$ cat config.mk
export PLATFORM = sky130hd
export DESIGN_NAME = branch_predictor
export DESIGN_NICKNAME = d
export VERILOG_FILES = /design/src/hdl/bp_pkg.sv /design/src/hdl/bp_direction.sv /design/src/hdl/bp_table.sv /design/src/hdl/bp_target_buffer.sv /design/src/hdl/branch_predictor.sv
export VERILOG_INCLUDE_DIRS = /design/src
export SDC_FILE = /design/constraint.sdc
export NUM_CORES = 2
export LEC_CHECK = 0
export BUFFER_PORTS_ARGS = -buffer_cell sky130_fd_sc_hd__buf_4
export CORE_ASPECT_RATIO = 1.5
export CORE_MARGIN = 8
export CORE_UTILIZATION = 40
export DETAILED_ROUTE_END_ITERATION = 8
export GPL_TIMING_DRIVEN = 0
export HOLD_SLACK_MARGIN = 0.15
export PLACE_DENSITY = 0.69
export SETUP_SLACK_MARGIN = 0.3
export SYNTH_ARGS = -nofsm -noshare
export SYNTH_HDL_FRONTEND = slang
export SYNTH_SLANG_ARGS = --single-unit
$ cat constraint.sdc
create_clock -name clk -period 4.7 [get_ports clk]
set_input_delay 0.94 -clock clk [delete_from_list [all_inputs] [get_ports clk]]
set_output_delay 0.94 -clock clk [all_outputs]
set_load 0.02 [all_outputs]
$ cat src/bp_cfg.svh
/*
 branch predictor configuration
 table geometry and chooser score width shared by the
 target buffer, the direction predictor and the package
*/
`ifndef BP_CFG_SVH
`define BP_CFG_SVH

// index bits, taken from fetch address bits 8..3
`define BP_INDEX_W 6

// tag bits, directly above the index
`define BP_TAG_W 8

// tournament chooser score
// resets to the midpoint value 4
`define BP_SCORE_W 3

`endif

$ cat src/hdl/bp_pkg.sv
/*
 branch predictor types
 branch type and prediction kind encodings, the target
 buffer entry, the direction counter and the structs
 exchanged with the fetch and execute stages
*/
`include "bp_cfg.svh"

package bp_pkg;

    // branch type as reported by execute
    // indirect is unconditional as well
    typedef enum logic [1:0] {
        BT_NONE     = 2'b00,
        BT_DIRECT   = 2'b01,
        BT_COND     = 2'b10,
        BT_INDIRECT = 2'b11
    } btype_e;

    // prediction kind towards fetch
    // 11 is never produced
    typedef enum logic [1:0] {
        PK_NOT_TAKEN = 2'b00,
        PK_UNCOND    = 2'b01,
        PK_COND      = 2'b10
    } pred_kind_e;

    // one target buffer entry
    typedef struct packed {
        logic                 valid;
        logic [`BP_TAG_W-1:0] tag;
        btype_e               btype;
        logic [31:0]          target;
    } btb_entry_t;

    // 2-bit saturating counter, 2 and 3 mean taken
    typedef logic [1:0] ctr_t;

    // resolved branch from execute
    typedef struct packed {
        logic        valid;
        logic [31:0] pc;
        logic [31:0] target;
        btype_e      btype;
        logic        taken;
    } bp_update_t;

    // prediction back to fetch
    typedef struct packed {
        logic [31:0] pc;
        pred_kind_e  kind;
    } bp_pred_t;

endpackage

$ cat src/hdl/bp_direction.sv
/*
 tournament direction predictor
 bimodal counters indexed by address, history counters
 indexed by address xor global history, and a saturating
 chooser score that picks between them
*/
`timescale 1ns/10ps
`include "bp_cfg.svh"

module bp_direction (
    input  logic               clk,
    input  logic               rstn,
    input  logic [31:0]        fetch_pc,
    input  bp_pkg::bp_update_t upd,
    output logic               taken
);

    localparam int                      IDX_LO     = 3;
    localparam bp_pkg::ctr_t            CTR_WEAK_T = 2'd2;
    localparam logic [`BP_SCORE_W-1:0]  SCORE_INIT = 1 << (`BP_SCORE_W - 1);
    localparam logic [`BP_SCORE_W-1:0]  SCORE_MAX  = '1;

    logic [`BP_INDEX_W-1:0] ghr;
    logic [`BP_SCORE_W-1:0] score;

    logic [`BP_INDEX_W-1:0] fetch_idx;
    logic [`BP_INDEX_W-1:0] fetch_hidx;
    logic [`BP_INDEX_W-1:0] upd_idx;
    logic [`BP_INDEX_W-1:0] upd_hidx;

    bp_pkg::ctr_t bim_look;
    bp_pkg::ctr_t hist_look;
    bp_pkg::ctr_t bim_old;
    bp_pkg::ctr_t hist_old;
    bp_pkg::ctr_t bim_new;
    bp_pkg::ctr_t hist_new;

    logic train;
    logic bim_pred;
    logic hist_pred;

    // one step toward the outcome, saturating at 0 and 3
    function automatic bp_pkg::ctr_t ctr_step(input bp_pkg::ctr_t c, input logic t);
        if (t) begin
            return (c == 2'd3) ? c : c + 2'd1;
        end
        return (c == 2'd0) ? c : c - 2'd1;
    endfunction

    assign fetch_idx  = fetch_pc[IDX_LO+`BP_INDEX_W-1:IDX_LO];
    assign upd_idx    = upd.pc[IDX_LO+`BP_INDEX_W-1:IDX_LO];
    // history hash uses the history before this update
    assign fetch_hidx = fetch_idx ^ ghr;
    assign upd_hidx   = upd_idx ^ ghr;

    // only conditional branches train
    assign train = upd.valid && (upd.btype == bp_pkg::BT_COND);

    // port a for lookup, port b reads the counter being trained
    bp_table #(
        .entry_t (bp_pkg::ctr_t),
        .rst_val (CTR_WEAK_T)
    ) u_bim_table (
        .clk     (clk),
        .rstn    (rstn),
        .raddr_a (fetch_idx),
        .rdata_a (bim_look),
        .raddr_b (upd_idx),
        .rdata_b (bim_old),
        .we      (train),
        .waddr   (upd_idx),
        .wdata   (bim_new)
    );

    bp_table #(
        .entry_t (bp_pkg::ctr_t),
        .rst_val (CTR_WEAK_T)
    ) u_hist_table (
        .clk     (clk),
        .rstn    (rstn),
        .raddr_a (fetch_hidx),
        .rdata_a (hist_look),
        .raddr_b (upd_hidx),
        .rdata_b (hist_old),
        .we      (train),
        .waddr   (upd_hidx),
        .wdata   (hist_new)
    );

    assign bim_new  = ctr_step(bim_old, upd.taken);
    assign hist_new = ctr_step(hist_old, upd.taken);

    // upper half of the score trusts the history table
    assign taken = score[`BP_SCORE_W-1] ? hist_look[1] : bim_look[1];

    // what each table said for the branch now resolving
    assign bim_pred  = bim_old[1];
    assign hist_pred = hist_old[1];

    always_ff @(posedge clk or negedge rstn) begin
        if (!rstn) begin
            ghr   <= '0;
            score <= SCORE_INIT;
        end else if (train) begin
            // newest outcome enters at bit 0
            ghr <= {ghr[`BP_INDEX_W-2:0], upd.taken};
            // score only moves when the tables disagreed
            if (bim_pred != hist_pred) begin
                if (hist_pred == upd.taken) begin
                    if (score != SCORE_MAX) begin
                        score <= score + 1'b1;
                    end
                end else if (score != '0) begin
                    score <= score - 1'b1;
                end
            end
        end
    end

endmodule

$ cat src/hdl/bp_table.sv
/*
 predictor table
 direct-mapped register array with a type parameter for
 the entry, two asynchronous read ports and one write port,
 every entry loads rst_val on reset
*/
`timescale 1ns/10ps
`include "bp_cfg.svh"

module bp_table #(
    parameter type    entry_t = logic [1:0],
    parameter entry_t rst_val = entry_t'(0)
) (
    input  logic                   clk,
    input  logic                   rstn,
    input  logic [`BP_INDEX_W-1:0] raddr_a,
    output entry_t                 rdata_a,
    input  logic [`BP_INDEX_W-1:0] raddr_b,
    output entry_t                 rdata_b,
    input  logic                   we,
    input  logic [`BP_INDEX_W-1:0] waddr,
    input  entry_t                 wdata
);

    localparam int DEPTH = 1 << `BP_INDEX_W;

    entry_t mem [DEPTH];

    // lookups answer in the same cycle
    // a write in this cycle shows from the next one
    assign rdata_a = mem[raddr_a];
    assign rdata_b = mem[raddr_b];

    always_ff @(posedge clk or negedge rstn) begin
        if (!rstn) begin
            // whole table back to its start state
            for (int i = 0; i < DEPTH; i++) begin
                mem[i] <= rst_val;
            end
        end else if (we) begin
            mem[waddr] <= wdata;
        end
    end

endmodule

$ cat src/hdl/bp_target_buffer.sv
/*
 branch target buffer
 tagged direct-mapped store of branch type and target for
 every taken branch, looked up combinationally with the
 fetch address and rewritten by taken updates
*/
`timescale 1ns/10ps
`include "bp_cfg.svh"

module bp_target_buffer (
    input  logic               clk,
    input  logic               rstn,
    input  logic [31:0]        fetch_pc,
    input  bp_pkg::bp_update_t upd,
    output logic               hit,
    output bp_pkg::btype_e     btype,
    output logic [31:0]        target
);

    localparam int IDX_LO = 3;
    localparam int TAG_LO = IDX_LO + `BP_INDEX_W;

    logic [`BP_INDEX_W-1:0] fetch_idx;
    logic [`BP_TAG_W-1:0]   fetch_tag;
    logic [`BP_INDEX_W-1:0] upd_idx;
    bp_pkg::btb_entry_t     rd_entry;
    bp_pkg::btb_entry_t     wr_entry;
    logic                   wr_en;

    // index sits above the 8-byte fetch pair, tag right above it
    assign fetch_idx = fetch_pc[TAG_LO-1:IDX_LO];
    assign fetch_tag = fetch_pc[TAG_LO+`BP_TAG_W-1:TAG_LO];
    assign upd_idx   = upd.pc[TAG_LO-1:IDX_LO];

    // taken branches only, not-taken ones keep the old entry
    assign wr_en = upd.valid && upd.taken;

    always_comb begin
        wr_entry.valid  = 1'b1;
        wr_entry.tag    = upd.pc[TAG_LO+`BP_TAG_W-1:TAG_LO];
        wr_entry.btype  = upd.btype;
        wr_entry.target = upd.target;
    end

    // second read port is not needed here
    bp_table #(
        .entry_t (bp_pkg::btb_entry_t),
        .rst_val ('0)
    ) u_btb_table (
        .clk     (clk),
        .rstn    (rstn),
        .raddr_a (fetch_idx),
        .rdata_a (rd_entry),
        .raddr_b (upd_idx),
        .rdata_b (),
        .we      (wr_en),
        .waddr   (upd_idx),
        .wdata   (wr_entry)
    );

    // valid and tag match
    assign hit    = rd_entry.valid && (rd_entry.tag == fetch_tag);
    assign btype  = rd_entry.btype;
    assign target = rd_entry.target;

endmodule

$ cat src/hdl/branch_predictor.sv
/*
 branch prediction unit
 combines the target buffer and the tournament direction
 predictor into a next fetch address and prediction kind,
 answered in the cycle of the lookup
*/
`timescale 1ns/10ps

module branch_predictor (
    input  logic               clk,
    input  logic               rstn,
    input  logic [31:0]        fetch_pc,
    input  bp_pkg::bp_update_t upd,
    output bp_pkg::bp_pred_t   pred
);

    logic               btb_hit;
    bp_pkg::btype_e     btb_btype;
    logic [31:0]        btb_target;
    logic               dir_taken;
    logic [31:0]        fall_pc;
    bp_pkg::pred_kind_e kind;

    bp_target_buffer u_target_buffer (
        .clk      (clk),
        .rstn     (rstn),
        .fetch_pc (fetch_pc),
        .upd      (upd),
        .hit      (btb_hit),
        .btype    (btb_btype),
        .target   (btb_target)
    );

    bp_direction u_direction (
        .clk      (clk),
        .rstn     (rstn),
        .fetch_pc (fetch_pc),
        .upd      (upd),
        .taken    (dir_taken)
    );

    // two instructions per fetch
    // an odd-word start only carries one
    assign fall_pc = fetch_pc[2] ? fetch_pc + 32'd4 : fetch_pc + 32'd8;

    always_comb begin
        kind = bp_pkg::PK_NOT_TAKEN;
        if (btb_hit) begin
            case (btb_btype)
                bp_pkg::BT_DIRECT,
                bp_pkg::BT_INDIRECT: kind = bp_pkg::PK_UNCOND;
                // conditional needs the direction vote
                bp_pkg::BT_COND: begin
                    if (dir_taken) begin
                        kind = bp_pkg::PK_COND;
                    end
                end
                default: kind = bp_pkg::PK_NOT_TAKEN;
            endcase
        end
    end

    // target only when something is predicted taken
    assign pred.kind = kind;
    assign pred.pc   = (kind != bp_pkg::PK_NOT_TAKEN) ? btb_target : fall_pc;

endmodule

==> results.py <==
metrics = {
    "run_status": {
        "status": "finished, violations left",
        "failed_checks": "negative setup slack",
    },
    "synth": {
        "synth.largest_area_cell": "dfrtp_1",
        "synth_fp_nets": 8977,
        "synth-seq-cells": 3017,
        "synth_top_area_share_pct": 52.28,
        "synthFlopType": "dfrtp_1",
        "synth_edf_count": 0,
        "syn_area_sq_um": 138200,
        "synth_most_common_cell": "dfrtp_1",
        "async_flop_share_pct": 100.0,
        "ys_warn_count": 0,
        "syn_inst": 8873,
        "ys_top_cells_by_count": "dfrtp_1, mux2_2, mux4_2",
        "yosysSeqAreaShare_pct": 54.73,
        "synth_area_leaders": "dfrtp_1, mux2_2, mux4_2",
        "synth_cell_types": 71,
        "synth.avg_cell_area_sq_um": 15.58,
    },
    "critical_path": {
        "arrival_ns": 4.87,
        "cp-start-kind": "primary input",
        "rrSetupSlack_ns": 0.42,
        "end_kind": "primary output",
        "r2r_end": "u_direction.u_hist_table.mem[123]$_DFFE_PN1P_",
        "cp_max_fo": 10,
        "reg2regPathDepth": 10,
        "critical_path_class": "primary input to primary output",
        "cp.required_ns": 3.76,
        "reg2reg_from": "u_direction.ghr[2]$_DFFE_PN0P_",
    },
    "place": {
        "hpwl_um": 342100,
        "place.gp.congestion": 0.9684,
        "dpl_cell_area_sq_um": 146600,
        "dp_slack_ns": -3.304,
        "numPortBuffers": 72,
        "dp_cells": 13520,
    },
    "global_route": {
        "grt_max_degree": 203,
        "overflow": 0,
        "antenna_found_initial": 41,
        "globalRouteTotalUtil_pct": 25.42,
        "grt_first_pass_wirelength_um": 673000,
        "grt_pass1_vias": 92830,
    },
    "route": {
        "vias": 85320,
        "vias_per_cell": 6.020,
        "drc": 0,
        "first_iter_violations": 7513,
        "ant_nets": 0,
        "wl_um": 469800,
        "drtPass1Iterations": 5,
        "wl_per_cell_um": 33.15,
    },
    "finish": {
        "final-seq-area_sq_um": 75660,
        "fin_nets": 9493,
        "syn2layout_area_growth_pct": 15.62,
        "fin_cells": 14170,
        "n_fill_cell": 29350,
        "multiInputGateArea_sq_um": 59720,
        "design_area_sq_um": 159800,
        "fin_util_pct": 46.44,
        "layout-drive-gt1-share_pct": 51.25,
    },
    "clock_network": {
        "cts_tree": "built",
        "htreeDepth": 5,
        "cts_inserted_buffers": 306,
        "insertion_delay_ns": 0.93,
        "path_clk_slew_ns": 0.07,
        "cts.sinks": 3017,
        "cts_root_buf": "clkbuf_16",
        "cts.path.max_buffers": 4,
    },
    "floorplan": {
        "ios": 136,
        "fp-row-count": 264,
        "dieArea_sq_um": 365100,
        "start_util_pct": 40.16,
        "die_w_um": 496.0,
        "die_h_um": 736.0,
        "core_sq_um": 344200,
    },
    "pwr": {
        "ir_drop_v": 0.0003331,
        "p_per_area_nw_per_um2": 393.3,
        "p_leak_nw": 73.04,
        "power.total_mw": 62.87,
    },
    "sta": {
        "fin_crit_sh_pct": 123.6,
        "timing.final.ws_setup_ns": -1.107,
        "finalCriticalPeriod_ns": 5.807,
        "worst_hold_slack_ns": 0.4634,
        "fin_skew_ns": 0.06318,
        "relSlewSlack_pct": 11.92,
        "worst_pin_slew_ns": 1.321,
        "setup_viol": 34,
        "hold_violations": 0,
        "fin_tns_setup_ns": -33.70,
        "fmax_mhz": 172.2,
        "rsz0062_at_grt": "yes",
        "drv_slew": 0,
    },
    "worst_hold_path": {
        "hold_depth": 1,
        "min_to": "u_target_buffer.u_btb_table.mem[1246]$_DFFE_PN0P_",
        "hp-start": "u_target_buffer.u_btb_table.mem[1246]$_DFFE_PN0P_",
        "hold_path_class": "flip-flop to flip-flop",
    },
    "run": {
        "drv_cap": 0,
    },
}
logic make-up after synthesis:
kind of cell | count (synthesis) | share of synthesized area, %
mux | 3767 | 38.01
flops | 3017 | 54.73
buf+inv | 865 | 2.541
simple gates | 744 | 2.388
compound gates | 414 | 1.880
xor+xnor | 61 | 0.4019
fa+ha+maj | 5 | 0.04616
area by class of cell:
cell class / instances / share of cell area, %
Antenna cell: 24 / 0.03757
Buffer: 858 / 3.529
Clock buffer: 439 / 5.583
Clock inverter: 107 / 0.8125
Inverter: 7 / 0.01879
Multi-Input combinational cell: 4991 / 37.36
Sequential cell: 3017 / 47.33
Tap cell: 4522 / 3.540
Timing Repair Buffer: 208 / 1.783
worst max path at each step:
stage | from | to | cells past startpoint
2_1_floorplan | fetch_pc[3] | pred[10] | 12
3_3_place_gp | rstn | u_target_buffer.u_btb_table.mem[114]$_DFFE_PN0P_ | 1
3_5_place_dp | fetch_pc[6] | pred[5] | 11
4_1_cts | fetch_pc[3] | pred[5] | 15
5_1_grt | fetch_pc[3] | pred[5] | 21
6_report | fetch_pc[5] | pred[11] | 17
placed cells by master (no fill, tap or decap), drive strengths merged, types with 6 or more instances in the layout:
cell,netlist,routed
buf,196,399
and2,7,7
nand4,13,13
nor2,166,166
nand2b,30,30
clkbuf,662,1102
inv,6,20
nor4,7,7
nor3,33,33
dfstp,129,129
a221oi,13,13
a311oi,7,7
diode,0,24
xor2,26,26
or2,44,44
bufinv,0,22
mux2i,67,67
a22o,8,8
a22oi,94,94
and3,7,7
clkinv,1,65
o21ai,178,178
nand3,22,22
xnor2,34,34
clkinvlp,0,7
nor2b,14,14
dfrtp,2888,2888
nand2,378,378
a21oi,65,65
mux2,2802,2802
mux4,898,898
a31oi,6,6
routing by layer:
metal | up-vias | part of all wire, % | wire, um | track usage [%]
met5 | - | 0.032 | 151 | 0
met4 | 22 | 9.8 | 46240 | 20.37
met3 | 1549 | 7.7 | 36110 | 6.377
met2 | 3754 | 48 | 227700 | 41.76
met1 | 46080 | 34 | 159600 | 27.99
li1 | 33910 | - | - | -
worst max-delay path, stage by stage:
cell	delay [ns]
buf_2	0.31
buf_4	0.36
nor2b_2	0.33
buf_4	0.33
a22oi_1	0.14
a21oi_1	0.29
nor4_2	0.08
xnor2_1	0.31
a21oi_1	0.14
nor3_2	0.23
buf_4	0.17
o2111ai_4	0.15
buf_4	0.17
buf_6	0.13
buf_12	0.15
mux2_4	0.39
buf_4	0.18
state kept, by name (all words and copies together), names as in the netlist:
name,cells
u_direction.u_bim_table.mem,128
u_target_buffer.u_btb_table.mem,2752
u_direction.u_hist_table.mem,128
u_direction.ghr,6
u_direction.score,3
what timing repair did:
item | 4_1_cts | 5_1_grt
endpoints found under the hold margin | 101 | 0
pin swaps | 18 | 17
resized for setup | 433 | 46
gates cloned | 4 | 1
setup buffers | 53 | 20
hold buffers | 2 | 0
setup endpoints to repair | 233 | 587
power breakdown:
group	internal, mW	leakage, nW	switching, mW
clock	14.5	5.05	10.8
sequential	28.2	40.6	1.20
combinational	3.80	27.4	4.33
total	46.5	73.0	16.4
Power figures use the tool's default switching activity.
